==> config.mk <==
export PLATFORM = sky130hd
export DESIGN_NAME = cpu_req_stage
export DESIGN_NICKNAME = d
export VERILOG_FILES = /design/src/design/cache_pkg.sv /design/src/design/cpu_req_stage.sv
export SDC_FILE = /design/constraint.sdc
export NUM_CORES = 1
export LEC_CHECK = 0
export BUFFER_PORTS_ARGS = -buffer_cell sky130_fd_sc_hd__buf_4
export CORE_ASPECT_RATIO = 1.1
export CORE_MARGIN = 2
export CORE_UTILIZATION = 41
export CTS_CLUSTER_SIZE = 16
export DETAILED_ROUTE_END_ITERATION = 10
export GPL_ROUTABILITY_DRIVEN = 1
export HOLD_SLACK_MARGIN = 0.1
export PLACE_DENSITY_LB_ADDON = 0.3
export SETUP_SLACK_MARGIN = 0.02
export SLEW_MARGIN = 0
export SYNTH_ARGS = -nofsm -noshare
export SYNTH_HDL_FRONTEND = slang
export SYNTH_SLANG_ARGS = --single-unit
==> constraint.sdc <==
create_clock -name clk -period 0.9 [get_ports clk]
set_input_delay 0.09 -clock clk [delete_from_list [all_inputs] [get_ports clk]]
set_output_delay 0.09 -clock clk [all_outputs]
set_load 0.01 [all_outputs]
==> src/design/cache_pkg.sv <==
`default_nettype none

package cache_pkg;

    localparam int LINE_WORDS = 4;    // 16-byte lines
    localparam int IDX_MAX_W  = 8;    // widest index a way command can carry
    localparam int TAG_MAX_W  = 24;   // 28 - smallest supported INDEX_W (4)

    typedef logic [IDX_MAX_W-1:0] idx_t;
    typedef logic [TAG_MAX_W-1:0] tag_t;

    // word 0 sits in the low bits
    typedef logic [LINE_WORDS-1:0][31:0] line_t;

    typedef enum logic {
        OP_READ  = 1'b0,
        OP_WRITE = 1'b1
    } cpu_op_e;

    typedef struct packed {
        cpu_op_e     op;
        logic [31:0] addr;
        logic [3:0]  wstrb;
        logic [31:0] wdata;
    } cpu_req_t;

    typedef enum logic [2:0] {
        ST_IDLE,
        ST_LOOKUP,
        ST_MISS,     // dirty victim going out
        ST_REPLACE,
        ST_REFILL
    } ctrl_state_e;

    // write command into one way, tag_we also sets valid
    typedef struct packed {
        logic                       tag_we;
        logic                       data_we;
        logic                       dirty_we;
        idx_t                       index;
        tag_t                       tag;
        logic                       dirty;
        logic [LINE_WORDS-1:0][3:0] ben;     // byte enables per word
        line_t                      data;
    } way_wr_t;

    typedef struct packed {
        logic  valid;
        tag_t  tag;
        logic  dirty;
        line_t line;
    } way_rd_t;

endpackage

`default_nettype wire
==> src/design/cpu_req_stage.sv <==
`timescale 1ns/1ps
`default_nettype none

module cpu_req_stage #(
    parameter int INDEX_W = 8
) (
    input  logic                clk,
    input  logic                resetn,
    input  logic                valid,
    input  cache_pkg::cpu_op_e  op,
    input  logic [31:0]         addr,
    input  logic [3:0]          wstrb,
    input  logic [31:0]         wdata,
    input  logic                idle,
    output logic                addr_ok,
    output logic                accept,
    output cache_pkg::cpu_req_t req,
    output logic [INDEX_W-1:0]  rd_index
);

    cache_pkg::cpu_req_t req_q;

    // one request in flight, so the address is taken only when idle
    assign addr_ok = idle;
    assign accept  = valid & idle;

    // request buffer
    always_ff @(posedge clk) begin
        if (!resetn) begin
            req_q <= '0;
        end else if (accept) begin
            req_q.op    <= op;
            req_q.addr  <= addr;
            req_q.wstrb <= wstrb;
            req_q.wdata <= wdata;
        end
    end

    assign req = req_q;

    // incoming index while idle so the ways have data in lookup,
    // held index afterwards for writeback and refill
    always_comb begin
        if (idle) begin
            rd_index = addr[INDEX_W+3:4];
        end else begin
            rd_index = req_q.addr[INDEX_W+3:4];
        end
    end

endmodule

`default_nettype wire

==> summary.md <==
| Metric | Value |
|---|---|
| Max-slew violations | `0` |
| Total CTS buffers | `9` |
| Synthesized area | `just over 3000 um^2` |
| Slew of the pin with the lowest slew margin | `around 0.4 ns` |
| Critical path data required time | `0.81 ns` |
| Reg-to-reg setup timing slack | `0 ns` |
| Final setup viols | `16` |
| Ports | `between 150 and 200` |
| Rows | `33` |
| Clock net sink count | `69` |
| Fin worst setup slack | `-0.264 ns` |
| Nets@finish | `636` |
| Setup crit end kind | `output pin` |
| DR vias | `roughly 3500` |
| Antenna-violating nets left | `0` |
| Post-synthesis average cell area | `9.50 um^2` |
| Power density cells | `approximately 1500 nW/um^2` |
| Synthesis-to-layout area growth | `89.1%` |
| Filler Cell Count | `422` |
| Die width | `~87 um` |
| Status | `complete, but fails checks` |
| Pin count of the biggest net entering global routing | `50` |
| Total gr overflow | `0` |
| Pwr Total | `8.52 mW` |
| Post-synthesis cell count | `between 300 and 400` |
| Seq/Total Area, Yosys | `44.6%` |
| Mapped Nets | `approximately 400` |
| Detailed-router iteration count before antenna repair | `4` |
| Core Box Area | `~7400 um^2` |
| Fin Setup TNS | `-2.64 ns` |
| Vias in the first global route | `approximately 3500` |
| CTS root buf | `clkbuf_8` |
| CP startpoint kind | `flip-flop` |
| Layout Utilization | `79.2%` |
| HPWL after DPL | `about 5700 um` |
| Max-slew headroom | `around 73%` |
| Area of the multi-input gates | `~1400 um^2` |
| RSZ-0062 raised after global routing | `true` |
| Total Wirelength | `approximately 11000 um` |
| Final min period | `between 1 and 1.5 ns` |
| Post-route insts no fill | `roughly 660` |
| Clock transition at path regs | `roughly 0.070 ns` |
| Register Area | `~1500 um^2` |
| Die Area | `~8300 um^2` |
| LEAKAGE | `around 2.5 nW` |
| CTS tree | `built` |
| Cell area after layout | `a little under 6000 um^2` |
| Hold Path Class | `in2reg` |
| ANT cells | `0` |
| Family with the most delay on the worst path | `flip-flops` |
| Ratio of cells with drive above 1 in the final layout | `~64%` |
| DRC viols | `0` |
| Placer Congestion | `between 0.7 and 0.8` |
| Maximum VDD drop | `~0.0010 V` |
| Fmax | `859 MHz` |
| WL/cell | `between 15 and 20 um` |
| DR iter-0 viols | `about 120` |
| Final Hold Viols | `0` |
| Netlist cell types | `12` |
| Initial antenna violation count | `0` |
| Final worst path period share | `129%` |
| Clk buf depth | `2` |
| CP max stage cell | `dfxtp_2` |
| Die Y-Extent | `95.1 um` |
| Crit path cell chain | `mux2_4 -> buf_6` |
| Maximum fanout along the worst path | `2` |
| Initial Util | `41.9%` |
| Yosys warns | `0` |
| Vias per std cell | `5.31` |
| Failing checks | `negative setup slack` |
| H-tree levels | `3` |
| First-pass GRT wire length | `16300 um` |
| Yosys reg bits | `around 70` |
| Place WS | `-0.0222 ns` |
| Layout Skew | `0 ns` |
| Gr usage total | `24.8%` |
| Clock Latency Late Sink | `between 0.3 and 0.4 ns` |
| CP arrival | `1.07 ns` |
| Max_cap viols | `0` |
| Critical Path Max Stage Delay | `about 0.34 ns` |
| Buf/Inv on CP | `1` |
| Placed insts | `between 500 and 600` |
| Hold WS | `0.126 ns` |
| Cell Area, Placed | `roughly 4300 um^2` |
| Max FFs per register | `between 60 and 70` |
| PortBufs | `about 150` |
| Crit path kind | `reg2out` |
[cell families (layout without fill, tap and decap cells)]
group | Yosys count | count (layout) | synth area share, %
AOI/OAI and AO/OA | 69 | 69 | 19.5
buffers and inverters | 41 | 283 | 10.3
DFF | 69 | 69 | 44.6
muxes | 8 | 8 | 2.91
and+or+nand+nor | 139 | 139 | 22.6
[cell type report]
class | instances | share of cell area, %
Clock buffer | 10 | 2.35
Clock inverter | 6 | 2.29
Multi-Input combinational cell | 216 | 24.4
Sequential cell | 69 | 25.1
Tap cell | 87 | 1.86
Timing Repair Buffer | 267 | 44.1
[synthesized netlist by cell type, drive strengths merged]
library cell  count  area (um^2)
mux2              8         90.1
nand2            69          259
nand4            69          432
o21ai            69          604
buf              26          264
and2              1         8.76
dfxtp            69         1380
clkbuf           15         56.3
[power breakdown]
part / total (mW) / switching [mW] / internal (mW)
Clock: 3.39 / 1.19 / 2.20
Sequential: 3.34 / 0.111 / 3.23
Combinational: 1.79 / 0.748 / 1.04
Total: 8.52 / 2.05 / 6.47
[layout by cell type (no fill, tap or decap)]
cell type,instances
and2_4,1
buf_12,7
buf_4,107
buf_6,83
bufinv_16,4
clkbuf_8,10
clkinv_2,1
clkinv_4,1
dfxtp_2,69
dlygate4sd3_1,70
mux2_4,8
nand2_1,68
nand2_2,1
nand4_1,69
o21ai_2,69
[layer usage]
layer / vias to the layer above / part of all wire [%] / track usage [%]
met3: 19 / 5.6 / 4.68
met2: 144 / 54 / 46.5
met4: 0 / 2.0 / 9.38
met5: - / 0 / 0
met1: 1645 / 38 / 27.5
li1: 1668 / - / -
[path summary, 6_finish.rpt]
| path | to | depth (start not counted) | from |
|---|---|---|---|
| max | rd_index[5] | 2 | req[45] |
| min | req[3] | 3 | resetn |
| max reg2reg | req[43] | 5 | req[43] |
| min reg2reg | req[2] | 2 | req[2] |
[worst min-delay path: stages]
cell	delay, ns
buf_4	0.17
nand4_1	0.11
o21ai_2	0.05
[what timing repair did]
| item | CTS | global route |
|---|---|---|
| hold endpoints to repair | 69 | 0 |
| buffers inserted | 7 | 17 |
| endpoints found under the setup margin | 74 | 75 |
| resized for setup | 150 | 16 |
| hold buffers | 70 | 0 |
| pin swaps | 1 | 0 |
Power figures use the tool's default switching activity.
