**config.mk**
```make
export PLATFORM = sky130hd
export DESIGN_NAME = mem_port
export DESIGN_NICKNAME = d
export VERILOG_FILES = /design/src/design/cache_pkg.sv /design/src/design/mem_port.sv
export SDC_FILE = /design/constraint.sdc
export NUM_CORES = 1
export LEC_CHECK = 0
export BUFFER_PORTS_ARGS = -buffer_cell sky130_fd_sc_hd__buf_2
export CAP_MARGIN = 20
export CORE_AREA = 8 8 212 214
export DETAILED_ROUTE_END_ITERATION = 7
export DIE_AREA = 0 0 220 222
export GPL_TIMING_DRIVEN = 0
export HOLD_SLACK_MARGIN = 0.08
export PLACE_DENSITY = 0.49
export SYNTH_ARGS = -nofsm -noshare
export SYNTH_HDL_FRONTEND = slang
export SYNTH_SLANG_ARGS = --single-unit
export TNS_END_PERCENT = 100
```
**constraint.sdc**
```tcl
create_clock -name clk -period 1.5 [get_ports clk]
set_input_delay 0.075 -clock clk [delete_from_list [all_inputs] [get_ports clk]]
set_output_delay 0.075 -clock clk [all_outputs]
set_load 0.01 [all_outputs]
```
**src/design/cache_pkg.sv**
```systemverilog
`default_nettype none

package cache_pkg;

    localparam int LINE_WORDS = 4;    // 16-byte lines
    localparam int IDX_MAX_W  = 8;    // widest index a way command can carry
    localparam int TAG_MAX_W  = 24;   // 28 - smallest supported INDEX_W (4)

    typedef logic [IDX_MAX_W-1:0] idx_t;
    typedef logic [TAG_MAX_W-1:0] tag_t;

    // word 0 sits in the low bits
    typedef logic [LINE_WORDS-1:0][31:0] line_t;

    typedef enum logic {
        OP_READ  = 1'b0,
        OP_WRITE = 1'b1
    } cpu_op_e;

    typedef struct packed {
        cpu_op_e     op;
        logic [31:0] addr;
        logic [3:0]  wstrb;
        logic [31:0] wdata;
    } cpu_req_t;

    typedef enum logic [2:0] {
        ST_IDLE,
        ST_LOOKUP,
        ST_MISS,     // dirty victim going out
        ST_REPLACE,
        ST_REFILL
    } ctrl_state_e;

    // write command into one way, tag_we also sets valid
    typedef struct packed {
        logic                       tag_we;
        logic                       data_we;
        logic                       dirty_we;
        idx_t                       index;
        tag_t                       tag;
        logic                       dirty;
        logic [LINE_WORDS-1:0][3:0] ben;     // byte enables per word
        line_t                      data;
    } way_wr_t;

    typedef struct packed {
        logic  valid;
        tag_t  tag;
        logic  dirty;
        line_t line;
    } way_rd_t;

endpackage

`default_nettype wire
```
**src/design/mem_port.sv**
```systemverilog
`timescale 1ns/1ps
`default_nettype none

module mem_port #(
    parameter int INDEX_W = 8
) (
    input  logic             clk,
    input  logic             resetn,
    input  logic             fill_start,
    input  logic [31:0]      fill_addr,
    output logic             fill_done,
    output cache_pkg::line_t fill_line,
    input  logic             wb_start,
    input  logic [31:0]      wb_addr,
    input  cache_pkg::line_t wb_line,
    output logic             wb_done,
    output logic             rd_req,
    output logic [31:0]      rd_addr,
    input  logic             rd_rdy,
    input  logic             ret_valid,
    input  logic             ret_last,
    input  logic [31:0]      ret_data,
    output logic             wr_req,
    output logic [31:0]      wr_addr,
    output cache_pkg::line_t wr_data,
    input  logic             wr_rdy
);

    localparam int TAG_W = 28 - INDEX_W;

    logic [TAG_W-1:0]   rd_tag_q;
    logic [INDEX_W-1:0] rd_idx_q;
    logic [TAG_W-1:0]   wr_tag_q;
    logic [INDEX_W-1:0] wr_idx_q;
    logic [1:0]         beat_q;       // next word of the refill line

    // requests stay up until the bus takes them
    always_ff @(posedge clk) begin
        if (!resetn) begin
            rd_req    <= 1'b0;
            wr_req    <= 1'b0;
            beat_q    <= '0;
            fill_done <= 1'b0;
        end else begin
            if (fill_start) begin
                rd_req <= 1'b1;
            end else if (rd_rdy) begin
                rd_req <= 1'b0;
            end
            if (wb_start) begin
                wr_req <= 1'b1;
            end else if (wr_rdy) begin
                wr_req <= 1'b0;
            end
            if (ret_valid) begin
                beat_q <= ret_last ? 2'd0 : beat_q + 2'd1;
            end
            fill_done <= ret_valid & ret_last;   // line complete next cycle
        end
    end

    // addresses and write line, steady while waiting for rdy
    always_ff @(posedge clk) begin
        if (fill_start) begin
            rd_tag_q <= fill_addr[31:INDEX_W+4];
            rd_idx_q <= fill_addr[INDEX_W+3:4];
        end
        if (wb_start) begin
            wr_tag_q <= wb_addr[31:INDEX_W+4];
            wr_idx_q <= wb_addr[INDEX_W+3:4];
            wr_data  <= wb_line;
        end
        if (ret_valid) begin
            fill_line[beat_q] <= ret_data;
        end
    end

    assign rd_addr = {rd_tag_q, rd_idx_q, 4'b0000};
    assign wr_addr = {wr_tag_q, wr_idx_q, 4'b0000};
    assign wb_done = wr_req & wr_rdy;

endmodule

`default_nettype wire

```
==> key figures <==
Cells and area
  – Most frequent cells in the layout: 538 x buf_2, 312 x edfxtp_1, 223 x dlygate4sd3_1
  – Most common cell after layout, fill and taps aside: buf_2
  – Nets: 1408
  – Post-Layout Cell Count: 1740
  – Core Util, Final: 40.7%
  – Layout cell share with drive strength beyond 1: 52.0%
  – Design area: 0.0169 mm2
  – # fillers: 3739
  – Area growth syn-to-layout: 73.7%

Place
  – Area post-placement: 0.0131 mm2
  – Count of input and output buffers: 539
  – DP Cell Count: 1434
  – Post-DP HPWL: 24000 um
  – RD Place Congestion: 0.745
  – Pre-CTS setup slack: -0.408 ns

Worst setup path
  – CP Data Arrival Time: 1.64 ns
  – Required time of the critical path: 1.71 ns
  – WS Path Type: reg2reg
  – Largest fanout on the critical path: 16
  – Critical path startpoint category: flip-flop
  – Critical Path Sink Type: flip-flop

STA
  – Setup TNS Final: 0 ns
  – Slew @ Worst Pin: 0.670 ns
  – Setup violators final: 0
  – Final period utilization: 95.0%
  – Endpoints failing hold: 0
  – Worst relative slew slack: 55.4%
  – RSZ-0062 raised after global routing: false
  – Minimum clock period: 1.42 ns
  – Clk_skew: 0.00938 ns
  – WHS: 0.138 ns
  – Slew Viols, Final: 0
  – FMAX: 702 MHz
  – Final setup margin: 0.0752 ns

Yosys
  – Post-Synth Simple-Gate Area: 0.980%
  – Number of synthesized register bits: 317
  – Syn. warnings: 0
  – Main combinational cell family by area after synthesis: simple AND/OR/NAND/NOR gates
  – Adder-Cell Fraction of Synth Area: 0.516%
  – Synth Instances: 348
  – Xor/xnor cell area share of the yosys netlist: 0%
  – Post-Syn Area: 0.00971 mm2
  – Area fraction in compound gates after synthesis: 0.232%
  – Mean Syn Cell Area: 27.9 um2
  – Unique masters post-synth: 15
  – Sequential fraction of the synthesis area: 97.5%
  – Portion of netlist area occupied by mux cells: 0%

Floorplan
  – Starting density of the core: 23.4%
  – Die H: 222 um
  – Core area: 0.0415 mm2
  – Die X: 220 um
  – Area of the die: 0.0488 mm2
  – Num ports: 556
  – Row cnt: 75

GRT
  – GRT Total Usage: 13.6%
  – Largest net degree at the start of global routing: 83
  – First-pass GRT wire length: 49100 um
  – Vias in the first global route: 7520
  – GRT Residual Overflow: 0
  – Initial antenna violation count: 4

Routing
  – Total wire length: 35500 um
  – Average wire per standard cell: 20.4 um
  – Number of vias per cell: 3.86
  – Initial DRC Count: 379
  – Antenna viol nets, final: 0
  – DRT Pass-1 Iters: 4
  – DRC: 0
  – Via count: 6714

Pwr
  – NetSw: 4.41 mW
  – Maximum vdd ir drop: 930 uV
  – Cell Pwr Density: 1260 mW/mm2
  – Pint: 16.8 mW
  – Comb power frac: 9.1%
  – Sw Share: 20.8%
  – Total power: 21.2 mW
  – Lkg Pwr: 6.95 nW
  – Seq pwr share: 49.1%
  – Clock Power Share: 41.8%

Clock network
  – Clk pin slew, worst setup/hold paths: 0.06 ns
  – H-tree depth: 2
  – Clk Latency, worst-skew pair: 0.51 ns
  – Clock Tree Buf Depth: 3
  – CTS tree: yes
  – Sink Count: 317
  – CTS root buf: clkbuf_16
  – Total CTS buffers: 35

Status
  – Outcome: completed

Hold path
  – HP Class: in2reg

Run
  – MaxCap Viol Count: 0
[logic make-up (layout without fill, tap and decap cells)]
group                      Yosys count  after routing
DFF                                317            317
AOI/OAI and AO/OA                    3              3
buffers and inverters               10            848
adders and majority gates            4              4
and+or+nand+nor                     13             18
other                                1             11
[state kept, by name (all words and copies together), names as in the netlist]
name       flops
beat_q         2
fill_done      1
fill_line    128
rd_idx_q       8
rd_req         1
rd_tag_q      20
wr_data      128
wr_idx_q       8
wr_req         1
wr_tag_q      20
[final cells by class]
| type | count | area, um2 | share of cell area, % |
|---|---|---|---|
| Clock buffer | 42 | 945 | 5.60 |
| Buffer | 8 | 60.1 | 0.356 |
| Inverter | 2 | 7.51 | 0.0445 |
| Sequential cell | 317 | 9470 | 56.2 |
| Antenna cell | 3 | 7.51 | 0.0445 |
| Multi-Input combinational cell | 33 | 248 | 1.47 |
| Tap cell | 539 | 674 | 4.00 |
| Clock inverter | 21 | 251 | 1.49 |
| Timing Repair Buffer | 775 | 5200 | 30.8 |
[final timing paths]
check / end / slack, ns / startpoint / cells past startpoint
worst max register to register: fill_line[87] / 0.08 / beat_q[0] / 4
worst min-delay path: rd_tag_q[9] / 0.14 / fill_start / 1
worst min register to register: beat_q[1] / 0.52 / beat_q[1] / 2
worst max-delay path: fill_line[87] / 0.08 / beat_q[0] / 4
[power groups by stage]
| stage | registers (mW) | logic (mW) | clock network [mW] |
|---|---|---|---|
| CTS | 10.4 | 1.96 | 9.19 |
| finish | 10.4 | 1.94 | 8.85 |
| global route | 10.4 | 2.07 | 9.47 |
| floorplan | 10.9 | 0.0707 | 0 |
| global placement | 10.6 | 1.37 | 0 |
| detailed placement | 10.6 | 1.39 | 0 |
[cell usage after synthesis]
| cell type | count | share of area [%] |
|---|---|---|
| edfxtp_1 | 312 | 97 |
| buf_4 | 8 | 0.62 |
| dfxtp_1 | 5 | 1.0 |
| and2_2 | 4 | 0.31 |
| ha_1 | 4 | 0.52 |
| nor2b_1 | 3 | 0.19 |
| o21a_1 | 3 | 0.23 |
| inv_1 | 2 | 0.077 |
| and2_1 | 1 | 0.064 |
| and3_2 | 1 | 0.077 |
| conb_1 | 1 | 0.039 |
| nand2_1 | 1 | 0.039 |
| nand3b_1 | 1 | 0.077 |
| nand4b_1 | 1 | 0.090 |
| nor3b_2 | 1 | 0.13 |
[metal layers]
metal  track usage (%)  part of all wire [%]
met1              14.0                    35
met2              23.9                    50
met3              5.72                    11
met4              5.84                   3.6
met5                 0                 0.028
[what timing repair did]
item                                   CTS  global route
setup endpoints to repair              128           113
pin swaps                                0             0
gates resized for setup                  8             4
hold buffers                           223             0
endpoints found under the hold margin  342             0
buffers inserted                        11             1
cloned                                   4             1
[worst max-delay path, cell delays in order, from the launching register on]
cell and delay (ns):
dfxtp_1 0.35, inv_1 0.10, ha_1 0.29, and2_4 0.20
buf_12 0.16
Power figures use the tool's default switching activity.
