**config.mk**
```make
export PLATFORM = sky130hd
export DESIGN_NAME = cache_ctrl
export DESIGN_NICKNAME = d
export VERILOG_FILES = /design/src/design/cache_pkg.sv /design/src/design/cache_ctrl.sv
export SDC_FILE = /design/constraint.sdc
export NUM_CORES = 1
export LEC_CHECK = 0
export BUFFER_PORTS_ARGS = -buffer_cell sky130_fd_sc_hd__clkbuf_2
export CORE_AREA = 4 4 429 431
export DETAILED_ROUTE_END_ITERATION = 16
export DIE_AREA = 0 0 433 435
export PLACE_DENSITY = 0.33
export SLEW_MARGIN = 20
export SYNTH_ARGS = -nofsm -noshare
export SYNTH_HDL_FRONTEND = slang
export SYNTH_SLANG_ARGS = --single-unit
```
**constraint.sdc**
```tcl
create_clock -name clk -period 4.27 [get_ports clk]
set_clock_uncertainty 0.2 [all_clocks]
set_input_delay 0.854 -clock clk [delete_from_list [all_inputs] [get_ports clk]]
set_output_delay 0.854 -clock clk [all_outputs]
set_load 0.05 [all_outputs]
```
**src/design/cache_pkg.sv**
```systemverilog
`default_nettype none

package cache_pkg;

    localparam int LINE_WORDS = 4;    // 16-byte lines
    localparam int IDX_MAX_W  = 8;    // widest index a way command can carry
    localparam int TAG_MAX_W  = 24;   // 28 - smallest supported INDEX_W (4)

    typedef logic [IDX_MAX_W-1:0] idx_t;
    typedef logic [TAG_MAX_W-1:0] tag_t;

    // word 0 sits in the low bits
    typedef logic [LINE_WORDS-1:0][31:0] line_t;

    typedef enum logic {
        OP_READ  = 1'b0,
        OP_WRITE = 1'b1
    } cpu_op_e;

    typedef struct packed {
        cpu_op_e     op;
        logic [31:0] addr;
        logic [3:0]  wstrb;
        logic [31:0] wdata;
    } cpu_req_t;

    typedef enum logic [2:0] {
        ST_IDLE,
        ST_LOOKUP,
        ST_MISS,     // dirty victim going out
        ST_REPLACE,
        ST_REFILL
    } ctrl_state_e;

    // write command into one way, tag_we also sets valid
    typedef struct packed {
        logic                       tag_we;
        logic                       data_we;
        logic                       dirty_we;
        idx_t                       index;
        tag_t                       tag;
        logic                       dirty;
        logic [LINE_WORDS-1:0][3:0] ben;     // byte enables per word
        line_t                      data;
    } way_wr_t;

    typedef struct packed {
        logic  valid;
        tag_t  tag;
        logic  dirty;
        line_t line;
    } way_rd_t;

endpackage

`default_nettype wire
```
**src/design/cache_ctrl.sv**
```systemverilog
`timescale 1ns/1ps
`default_nettype none

module cache_ctrl #(
    parameter int INDEX_W = 8
) (
    input  logic                clk,
    input  logic                resetn,
    input  logic                accept,
    input  cache_pkg::cpu_req_t req,
    input  cache_pkg::way_rd_t  way0_rd,
    input  cache_pkg::way_rd_t  way1_rd,
    output cache_pkg::way_wr_t  way0_wr,
    output cache_pkg::way_wr_t  way1_wr,
    output logic                idle,
    output logic                data_ok,
    output logic [31:0]         rdata,
    output logic                fill_start,
    output logic [31:0]         fill_addr,
    input  logic                fill_done,
    input  cache_pkg::line_t    fill_line,
    output logic                wb_start,
    output logic [31:0]         wb_addr,
    output cache_pkg::line_t    wb_line,
    input  logic                wb_done
);

    localparam int TAG_W = 28 - INDEX_W;
    localparam int SETS  = 1 << INDEX_W;

    cache_pkg::ctrl_state_e state_q;
    cache_pkg::ctrl_state_e state_d;

    logic [INDEX_W-1:0] idx;
    logic [TAG_W-1:0]   tag;
    logic [1:0]         word;
    logic               is_store;
    logic               hit0;
    logic               hit1;
    logic               hit;
    logic               victim;
    logic               need_wb;
    logic [SETS-1:0]    repl_q;       // way to evict next, per set
    cache_pkg::way_rd_t victim_rd;
    cache_pkg::line_t   refill_line;
    cache_pkg::way_wr_t wr_cmd;
    logic               wr_way;

    function automatic logic [31:0] merge_word(input logic [31:0] old_word,
                                               input logic [31:0] new_word,
                                               input logic [3:0]  strb);
        logic [31:0] res;
        res = old_word;
        for (int b = 0; b < 4; b++) begin
            if (strb[b]) begin
                res[b*8 +: 8] = new_word[b*8 +: 8];
            end
        end
        return res;
    endfunction

    assign idx      = req.addr[INDEX_W+3:4];
    assign tag      = req.addr[31:INDEX_W+4];
    assign word     = req.addr[3:2];
    assign is_store = (req.op == cache_pkg::OP_WRITE);

    // tag compare against the lookup read
    assign hit0 = way0_rd.valid && (way0_rd.tag[TAG_W-1:0] == tag);
    assign hit1 = way1_rd.valid && (way1_rd.tag[TAG_W-1:0] == tag);
    assign hit  = hit0 | hit1;

    assign victim    = repl_q[idx];
    assign victim_rd = victim ? way1_rd : way0_rd;
    assign need_wb   = victim_rd.valid & victim_rd.dirty;

    always_ff @(posedge clk) begin
        if (!resetn) begin
            state_q <= cache_pkg::ST_IDLE;
        end else begin
            state_q <= state_d;
        end
    end

    always_comb begin
        state_d = state_q;
        case (state_q)
            cache_pkg::ST_IDLE: begin
                if (accept) begin
                    state_d = cache_pkg::ST_LOOKUP;
                end
            end
            cache_pkg::ST_LOOKUP: begin
                if (hit) begin
                    state_d = cache_pkg::ST_IDLE;
                end else if (need_wb) begin
                    state_d = cache_pkg::ST_MISS;
                end else begin
                    state_d = cache_pkg::ST_REPLACE;
                end
            end
            cache_pkg::ST_MISS: begin
                if (wb_done) begin
                    state_d = cache_pkg::ST_REPLACE;
                end
            end
            cache_pkg::ST_REPLACE: state_d = cache_pkg::ST_REFILL;  // port is free here
            cache_pkg::ST_REFILL: begin
                if (fill_done) begin
                    state_d = cache_pkg::ST_IDLE;
                end
            end
            default: state_d = cache_pkg::ST_IDLE;
        endcase
    end

    // hit points at the other way, refill flips
    always_ff @(posedge clk) begin
        if (!resetn) begin
            repl_q <= '0;
        end else if (state_q == cache_pkg::ST_LOOKUP && hit) begin
            repl_q[idx] <= hit0;
        end else if (state_q == cache_pkg::ST_REFILL && fill_done) begin
            repl_q[idx] <= ~repl_q[idx];
        end
    end

    // returned line with the pending store folded in
    always_comb begin
        refill_line = fill_line;
        if (is_store) begin
            refill_line[word] = merge_word(fill_line[word], req.wdata, req.wstrb);
        end
    end

    always_comb begin
        wr_cmd       = '0;
        wr_way       = 1'b0;
        wr_cmd.index = cache_pkg::idx_t'(idx);
        wr_cmd.tag   = cache_pkg::tag_t'(tag);
        if (state_q == cache_pkg::ST_LOOKUP && hit && is_store) begin
            wr_cmd.data_we   = 1'b1;
            wr_cmd.dirty_we  = 1'b1;
            wr_cmd.dirty     = 1'b1;
            wr_cmd.ben[word] = req.wstrb;
            wr_cmd.data      = {cache_pkg::LINE_WORDS{req.wdata}};
            wr_way           = hit1;
        end else if (state_q == cache_pkg::ST_REFILL && fill_done) begin
            wr_cmd.tag_we   = 1'b1;
            wr_cmd.data_we  = 1'b1;
            wr_cmd.dirty_we = 1'b1;
            wr_cmd.dirty    = is_store;    // clean unless a store is merged
            wr_cmd.ben      = '1;
            wr_cmd.data     = refill_line;
            wr_way          = victim;
        end
    end

    // same command to both, enables only on the chosen way
    always_comb begin
        way0_wr = wr_cmd;
        way1_wr = wr_cmd;
        if (wr_way) begin
            way0_wr.tag_we   = 1'b0;
            way0_wr.data_we  = 1'b0;
            way0_wr.dirty_we = 1'b0;
        end else begin
            way1_wr.tag_we   = 1'b0;
            way1_wr.data_we  = 1'b0;
            way1_wr.dirty_we = 1'b0;
        end
    end

    assign idle    = (state_q == cache_pkg::ST_IDLE);
    assign data_ok = (state_q == cache_pkg::ST_LOOKUP && hit) ||
                     (state_q == cache_pkg::ST_REFILL && fill_done);

    always_comb begin
        if (state_q == cache_pkg::ST_REFILL) begin
            rdata = refill_line[word];
        end else if (hit1) begin
            rdata = way1_rd.line[word];
        end else begin
            rdata = way0_rd.line[word];
        end
    end

    // memory side requests
    assign fill_start = (state_q == cache_pkg::ST_REPLACE);
    assign fill_addr  = {req.addr[31:4], 4'b0000};
    assign wb_start   = (state_q == cache_pkg::ST_LOOKUP) && !hit && need_wb;
    assign wb_addr    = {victim_rd.tag[TAG_W-1:0], idx, 4'b0000};
    assign wb_line    = victim_rd.line;

endmodule

`default_nettype wire

```
==> metrics.md, run 1 <==
| Metric | Value |
|---|---|
| Post-route setup slack | `-0.682 ns` |
| Number of warnings issued by yosys | `0` |
| Worst-case headroom to the max-slew limit | `~46%` |
| Synthesized instance count | `2478` |
| Most frequent cells in the layout | `sky130_fd_sc_hd__clkbuf_2, sky130_fd_sc_hd__buf_12, sky130_fd_sc_hd__a21oi_1` |
| Slowest stage delay, CP | `0.52 ns` |
| TritonCTS Sinks | `259` |
| GRT Overall Usage | `roughly 29%` |
| Setup-failing EPs final | `440` |
| CP Data Arrival Time | `~3.9 ns` |
| Unrepaired setup endpoints after global routing | `yes` |
| Worst setup path endpoint | `wb_line[11]` |
| Top Ports | `around 1.1k` |
| TritonCTS clock tree | `yes` |
| Final total power | `10.9 mW` |
| Post-synthesis register bit count | `259` |
| Die Width | `approximately 430 um` |
| Outcome | `finished, violations left` |
| Maximum number of pins on one net before global-route repair | `80` |
| Commonest non-fill, non-tap cell in the layout | `sky130_fd_sc_hd__clkbuf_2` |
| Number of max-slew violations in the final report | `0` |
| Clock period minus final worst setup slack | `4.95 ns` |
| Reg2Reg Setup Slack | `about 0.73 ns` |
| Total number of placement rows | `around 160` |
| Core Box Area | `about 180000 sq um` |
| Cells along the critical path | `buf_16, buf_12, buf_12, mux4_2, o311ai_4, a211oi_2, o21ai_1, nand4_1, a21oi_2, or2_4, buf_12, buf_12, buf_12, buf_12, mux2_4, buf_12` |
| Violations in the final reports | `setup timing` |
| Launching element type of the critical path | `input port` |
| Area of the die | `between 150000 and 200000 sq um` |
| Power density relative to cell area | `approximately 240 nW/um^2` |
| Share of the yosys chip area belonging to registers | `a little under a quarter` |
| First-iteration detailed-routing DRC count | `3428` |
| Number of I/O port buffers | `1071` |
| CTS buffer count | `34` |
| Total count of hold-check failures in the final report | `0` |
| Area Growth Syn to Fin | `105%` |
| Cell Area, Synth | `roughly 22000 sq um` |
| FF-to-FF Start | `repl_q[39]` |
| Final RePlAce weighted congestion | `1.14` |
| Antenna Nets Post-Route | `0` |
| Startpoint-to-endpoint class of the critical path | `in2out` |
| Detailed Route WL | `around 280 mm` |
| Die Span Y | `435 um` |
| Initial antenna violation count | `approximately 170` |
| Number of violations of the max-capacitance limit | `0` |
| Path category of the worst min-delay check | `reg2reg` |
| First element of the critical path | `req[40]` |
| DRC viols | `0` |
| Fraction of layout instances using a drive strength above 1 | `62.6%` |
| Minimum setup slack after placement | `-0.962 ns` |
| Leakage power | `about 17 nW` |
| Dominant cell type by count on the critical path | `sky130_fd_sc_hd__buf_12` |
| Data required time at the worst endpoint | `3.22 ns` |
| Number of levels the H-tree was split into | `2` |
| Via count normalized by instance count | `between 4 and 5` |
| Mean routed wirelength per cell | `47.2 um` |
| Starting density of the core | `12.2%` |
| Global-route wire length before repair | `about 340 mm` |
| Via Count | `~29k` |
| Synth async-reset ratio | `0%` |
| Syn avg cell area | `8.88 sq um` |
| Unique cell type count in the Yosys netlist | `53` |
| IR drop worst, VDD | `a little over 0.2 mV` |
| Root buffer selected by CTS | `sky130_fd_sc_hd__clkbuf_16` |
| Actual transition at the worst max-transition pin | `approximately 0.8 ns` |
| Insertion delay of the later-clocked pin in the worst-skew pair | `0.54 ns` |
| Flip-flop cell with the highest count after synthesis | `sky130_fd_sc_hd__dfxtp_1` |
| Critical path fanouts, max | `7` |
| Critical register-to-register path endpoint | `repl_q[107]` |
| Fraction of the cycle the final worst path needs | `116%` |
| Endpoint type of the worst setup path | `output port` |
| NumNets Final | `4036` |
| Number of enable flip-flop cells after synthesis | `0` |
| First drt pass iteration count | `5` |
| Maximum count of clock buffers along a single path | `3` |
| Clock transition at the register clock pins on the worst setup and hold paths after CTS | `0.05 ns` |
| Library cell contributing the largest single delay on the critical path | `sky130_fd_sc_hd__mux4_2` |
| Via count of the first global-routing pass | `between 20k and 30k` |
| Total grt overflow | `0` |
| Number of cells on the worst reg-to-reg path | `14` |
| Post-detailed-placement half-perimeter wirelength | `245 mm` |
| Top cells by area, synth | `sky130_fd_sc_hd__dfxtp_1, sky130_fd_sc_hd__mux4_2, sky130_fd_sc_hd__a311oi_1` |
| Cell taking the most area after synthesis | `sky130_fd_sc_hd__dfxtp_1` |
| Top-area cell type share of the netlist area | `a little under a quarter` |
| Achievable clock frequency | `202 MHz` |
[worst min-delay path by stage]
stage                            from     endpoint  slack [ns]  cells after the start
after global routing      repl_q[132]  repl_q[132]        0.33                      2
after CTS                 repl_q[132]  repl_q[132]        0.31                      2
after floorplan             repl_q[4]    repl_q[4]        0.29                      2
after global placement    repl_q[230]  repl_q[230]        0.30                      2
final                     repl_q[123]  repl_q[123]        0.31                      2
after detailed placement  repl_q[212]  repl_q[212]        0.31                      2
[what timing repair did]
item / in CTS / in global routing
gates resized for setup: 525 / 173
setup endpoints to repair: 557 / 469
hold buffers: 0 / 0
pin swaps: 27 / 29
setup buffers: 78 / 24
gates cloned: 16 / 2
[per-layer routing]
| layer | wire length [um] | global-route usage (%) | vias up |
|---|---|---|---|
| li1 | - | - | 11500 |
| met1 | 115000 | 35.1 | 14700 |
| met2 | 119000 | 41.2 | 1983 |
| met3 | 34600 | 15.2 | 413 |
| met4 | 13500 | 12.8 | 60 |
| met5 | 443 | 0 | - |
[state kept, by name, summed over array words and instances, names as in the netlist]
register and cells:
repl_q 256, state_q 3
[critical path, delay by kind of cell]
| family | cells | cell delay (ns) |
|---|---|---|
| mux | 2 | 0.84 |
| buf+inv | 8 | 1.05 |
| compound gates | 4 | 0.70 |
| simple gates | 2 | 0.41 |
[metrics by stage]
stage                     std cells  util [%]  hold slack, ns  cell area, sq um  setup TNS, ns
after floorplan                2493         -           0.289             23900         -10.87
after detailed placement       5762      21.6           0.309             39000        -499.90
after global routing           5960      24.9           0.327             44900        -162.98
after global placement         5762      21.6           0.300             39000        -540.22
after CTS                      5913      24.6           0.315             44200        -153.71
final                          6000      25.0           0.313             45000        -125.20
[cell type report]
class                   count  area [sq um]
flip-flops and latches    259          5180
clock buffers              54          1050
multi-input cells        1680         17300
repair buffers           1543         18300
diodes                     79           198
inverters                   8          38.8
clock inverters             7          37.5
well taps                2370          2970
fillers                 19300        135000
[power breakdown]
group / leakage, nW / switching, mW / internal, mW / total (mW)
Sequential: 2.09 / 0.00442 / 2.42 / 2.42
Clock: 0.536 / 1.13 / 1.69 / 2.82
Combinational: 14.4 / 3.55 / 2.14 / 5.69
[Yosys cell counts (all sizes together) (4+ instances only)]
library cell / instances
a211oi: 24
o22ai: 6
mux2: 149
or2: 4
a311oi: 256
nor4: 6
nand3b: 4
xor2: 5
mux2i: 89
inv: 8
o211ai: 35
nand2b: 10
clkbuf: 205
xnor2: 35
buf: 341
o21ai: 181
o311ai: 5
nor3: 8
nand2: 90
nor2b: 9
nor2: 153
dfxtp: 259
nand3: 7
a221oi: 8
a21oi: 389
nand4: 13
mux4: 153
[cells by family after synthesis]
| kind of cell | synth area share, % |
|---|---|
| AND/OR/NAND/NOR | 6.16 |
| XOR/XNOR | 1.59 |
| buffers and inverters | 14.7 |
| flip-flops | 23.6 |
| multiplexers | 27.3 |
| AO/OA/AOI/OAI | 26.7 |
| other | 0.0170 |
No activity file was read; power rests on OpenSTA's default activity.
==> run 2, diff against run 1 <==
--- a/config.mk
+++ b/config.mk
@@ -5,11 +5,12 @@
 export SDC_FILE = /design/constraint.sdc
 export NUM_CORES = 1
 export LEC_CHECK = 0
+export ABC_AREA = 1
 export BUFFER_PORTS_ARGS = -buffer_cell sky130_fd_sc_hd__clkbuf_2
-export CORE_AREA = 4 4 429 431
+export CORE_AREA = 2 2 425 427
 export DETAILED_ROUTE_END_ITERATION = 16
-export DIE_AREA = 0 0 433 435
-export PLACE_DENSITY = 0.33
+export DIE_AREA = 0 0 427 429
+export PLACE_DENSITY = 0.36
 export SLEW_MARGIN = 20
 export SYNTH_ARGS = -nofsm -noshare
 export SYNTH_HDL_FRONTEND = slang
==> metrics.md, run 2 <==
| Metric | Value |
|---|---|
| Root buffer selected by CTS | `sky130_fd_sc_hd__clkbuf_16` |
| Total number of placement rows | `around 160` |
| Post-synthesis register bit count | `roughly 260` |
| Via count of the first global-routing pass | `between 30k and 40k` |
| Starting density of the core | `approximately 16%` |
| Area after DPL | `around 46000 sq um` |
| Synthesized instance count | `just over 5k` |
| Synth async-reset ratio | `0%` |
| Cell taking the most area after synthesis | `sky130_fd_sc_hd__nand2_1` |
| First-iteration detailed-routing DRC count | `around 4k` |
| FF-to-FF Start | `repl_q[24]` |
| Area of the die | `183000 sq um` |
| Unrepaired setup endpoints after global routing | `yes` |
| Maximum number of pins on one net before global-route repair | `122` |
| Syn avg cell area | `around 5.4 sq um` |
| Global-route wire length before repair | `between 300 and 400 mm` |
| Outcome | `finished, violations left` |
| Data required time at the worst endpoint | `approximately 3.2 ns` |
| Switching share of power | `41.5%` |
| Share of the yosys chip area belonging to registers | `between 10% and 20%` |
| Cell area after layout | `around 54000 sq um` |
| Number of instances in the placed design | `roughly 8.5k` |
| Fraction of the cycle the final worst path needs | `110%` |
| Total count of hold-check failures in the final report | `0` |
| Number of warnings issued by yosys | `0` |
| Minimum setup slack after placement | `-0.879 ns` |
| Endpoint type of the worst setup path | `output port` |
| TritonCTS Sinks | `259` |
| Post-detailed-placement half-perimeter wirelength | `between 200 and 250 mm` |
| Path category of the worst min-delay check | `reg2reg` |
| Number of max-slew violations in the final report | `0` |
| Mean routed wirelength per cell | `33.6 um` |
| Top Ports | `~1.1k` |
| Antenna Nets Post-Route | `0` |
| Most frequent cells in the layout | `sky130_fd_sc_hd__nand2_1, sky130_fd_sc_hd__inv_1, sky130_fd_sc_hd__buf_12` |
| Number of flip-flops under the largest register name | `approximately 260` |
| Via count normalized by instance count | `4.66` |
| DRC viols | `0` |
| Hold buffer count at CTS | `0` |
| Die Span Y | `~430 um` |
| Worst min-delay path startpoint | `repl_q[63]` |
| NumNets Final | `between 6k and 7k` |
| Biggest register | `repl_q` |
| Unique cell type count in the Yosys netlist | `about 40` |
| First drt pass iteration count | `5` |
| Clock transition at the register clock pins on the worst setup and hold paths after CTS | `roughly 0.060 ns` |
| Fraction of layout instances using a drive strength above 1 | `between 30 and 40%` |
| Cell Area, Synth | `between 20000 and 30000 sq um` |
| Power density relative to cell area | `around 180 nW/um^2` |
| Switching power of the nets | `~4.1 mW` |
| Part of the total power dissipated in sequential elements | `24.9%` |
| Insertion delay of the later-clocked pin in the worst-skew pair | `about 0.58 ns` |
| Top cells by area, synth | `sky130_fd_sc_hd__nand2_1, sky130_fd_sc_hd__dfxtp_1, sky130_fd_sc_hd__inv_1` |
| Launching element type of the critical path | `input port` |
| Clock period minus final worst setup slack | `roughly 4.7 ns` |
| Commonest non-fill, non-tap cell in the layout | `sky130_fd_sc_hd__nand2_1` |
| Worst-case headroom to the max-slew limit | `approximately two fifths` |
| Most frequent cells after synthesis | `sky130_fd_sc_hd__nand2_1, sky130_fd_sc_hd__inv_1, sky130_fd_sc_hd__o21ai_0, sky130_fd_sc_hd__nand3_1, sky130_fd_sc_hd__a21oi_1` |
| Die Width | `around 430 um` |
| CTS buffer count | `36` |
| CP Data Arrival Time | `roughly 3.6 ns` |
| Internal | `around 5.7 mW` |
| Final total power | `about 9.8 mW` |
| Via Count | `about 41k` |
| Number of enable flip-flop cells after synthesis | `0` |
| Combinational cell fraction of total power | `a little over two fifths` |
| Post-Route Hold Slack | `approximately 0.32 ns` |
| Achievable clock frequency | `214 MHz` |
| Critical path fanouts, max | `8` |
| TritonCTS clock tree | `yes` |
| Number of levels the H-tree was split into | `2` |
| Detailed Route WL | `between 200 and 300 mm` |
| Initial antenna violation count | `between 80 and 90` |
| Core Box Area | `about 180000 sq um` |
| GRT Overall Usage | `29.8%` |
| Most instantiated library cell after synthesis | `sky130_fd_sc_hd__nand2_1` |
| Leakage power | `between 20 and 30 nW` |
| Clock network power share | `31.7%` |
| Number of I/O port buffers | `between 1k and 1.5k` |
| IR drop worst, VDD | `between 0.2 and 0.25 mV` |
| Number of violations of the max-capacitance limit | `0` |
| Area Growth Syn to Fin | `94.9%` |
| Startpoint-to-endpoint class of the critical path | `in2out` |
| Flip-flop cell with the highest count after synthesis | `sky130_fd_sc_hd__dfxtp_1` |
| Actual transition at the worst max-transition pin | `a little over 0.9 ns` |
| Post-route setup slack | `-0.413 ns` |
| Top-area cell type share of the netlist area | `between 20 and 25%` |
| Final RePlAce weighted congestion | `~1.0` |
| Maximum count of clock buffers along a single path | `3` |
| Violations in the final reports | `setup timing` |
| Setup-failing EPs final | `roughly 230` |
| Non-filler cells, final | `about 9k` |
| First element of the critical path | `req[40]` |
| Total grt overflow | `0` |
| Largest registers | `repl_q: 256 flops, state_q: 3 flops` |
## run 2: cell types whose count changed after synthesis, moves of 174 or more
cell | previous run | this run
sky130_fd_sc_hd__nand4_1 | 13 | 190
sky130_fd_sc_hd__nand2_1 | 90 | 1669
sky130_fd_sc_hd__inv_1 | 7 | 873
sky130_fd_sc_hd__a311oi_1 | 246 | 0
sky130_fd_sc_hd__nand3_1 | 7 | 289
sky130_fd_sc_hd__o21ai_0 | 179 | 353
## run 2: worst paths after layout
kind	endpoint	cells after the start	slack, ns
setup / recovery	wb_line[36]	23	-0.41
hold / removal	repl_q[63]	4	0.32
setup reg to reg	repl_q[60]	22	1.07
hold reg to reg	repl_q[63]	4	0.32
## run 2: routing by layer
metal	vias up	track usage [%]	wire length, um
li1	18500	-	-
met1	19700	30.8	101000
met2	1989	50.8	141000
met3	585	6.10	20100
met4	22	26.7	32100
met5	-	0	147
## run 2: area by class of cell
class | instances | area (sq um)
antenna | 54 | 135
tap | 2355 | 2950
inverter | 884 | 3350
sequential | 259 | 5180
multi-input combinational | 3348 | 19400
clock inverter | 10 | 82.6
clock buffer | 55 | 1070
timing repair buffer | 1798 | 21600
fill | 19400 | 124000
## run 2: cell families (layout without fill, tap and decap cells)
kind of cell           Yosys count  count (layout)  synth area share [%]
AO/OA/AOI/OAI                  917             917                  18.6
XOR/XNOR                        12              12                 0.381
buffers and inverters         1496            2747                  24.6
flip-flops                     259             259                  18.8
other                            1              70                0.0136
AND/OR/NAND/NOR               2403            2403                  37.6
## run 2: worst max-delay path, cell delays in order
cell	delay (ns)
sky130_fd_sc_hd__buf_16	0.14
sky130_fd_sc_hd__buf_16	0.17
sky130_fd_sc_hd__buf_12	0.15
sky130_fd_sc_hd__buf_8	0.13
sky130_fd_sc_hd__o21ai_2	0.12
sky130_fd_sc_hd__nand2_1	0.07
sky130_fd_sc_hd__nand2_1	0.08
sky130_fd_sc_hd__nand2_2	0.08
sky130_fd_sc_hd__nand2_1	0.08
sky130_fd_sc_hd__nor2_2	0.05
sky130_fd_sc_hd__nor2_1	0.09
sky130_fd_sc_hd__nor2_1	0.04
sky130_fd_sc_hd__nand2_1	0.06
sky130_fd_sc_hd__nand2_1	0.06
sky130_fd_sc_hd__nand2_2	0.10
sky130_fd_sc_hd__nor2_4	0.05
sky130_fd_sc_hd__buf_12	0.16
sky130_fd_sc_hd__clkbuf_16	0.21
sky130_fd_sc_hd__buf_12	0.14
sky130_fd_sc_hd__clkbuf_16	0.16
sky130_fd_sc_hd__buf_4	0.14
sky130_fd_sc_hd__o21ai_4	0.21
sky130_fd_sc_hd__buf_12	0.19
## run 2: power by group through the flow
| stage | sequential, mW | clock [mW] | combinational [mW] |
|---|---|---|---|
| after floorplan | 2.48 | 0 | 1.58 |
| after global placement | 2.48 | 0 | 3.88 |
| after detailed placement | 2.48 | 0 | 3.87 |
| after CTS | 2.43 | 3.15 | 3.93 |
| after global routing | 2.43 | 3.24 | 4.32 |
| final | 2.43 | 3.10 | 4.23 |
## run 2: through the flow
step                      utilization [%]  TNS, ns
after floorplan                         -    -6.75
after CTS                            27.2   -55.31
final                                30.2   -40.54
after detailed placement             26.1  -139.99
after global routing                 30.2   -58.82
after global placement               26.1  -149.12
## run 2: timing repair
item | in CTS | in global routing
gates cloned | 3 | 46
pin swaps | 5 | 67
buffers inserted | 6 | 81
gates resized for setup | 175 | 958
setup endpoints to repair | 466 | 475
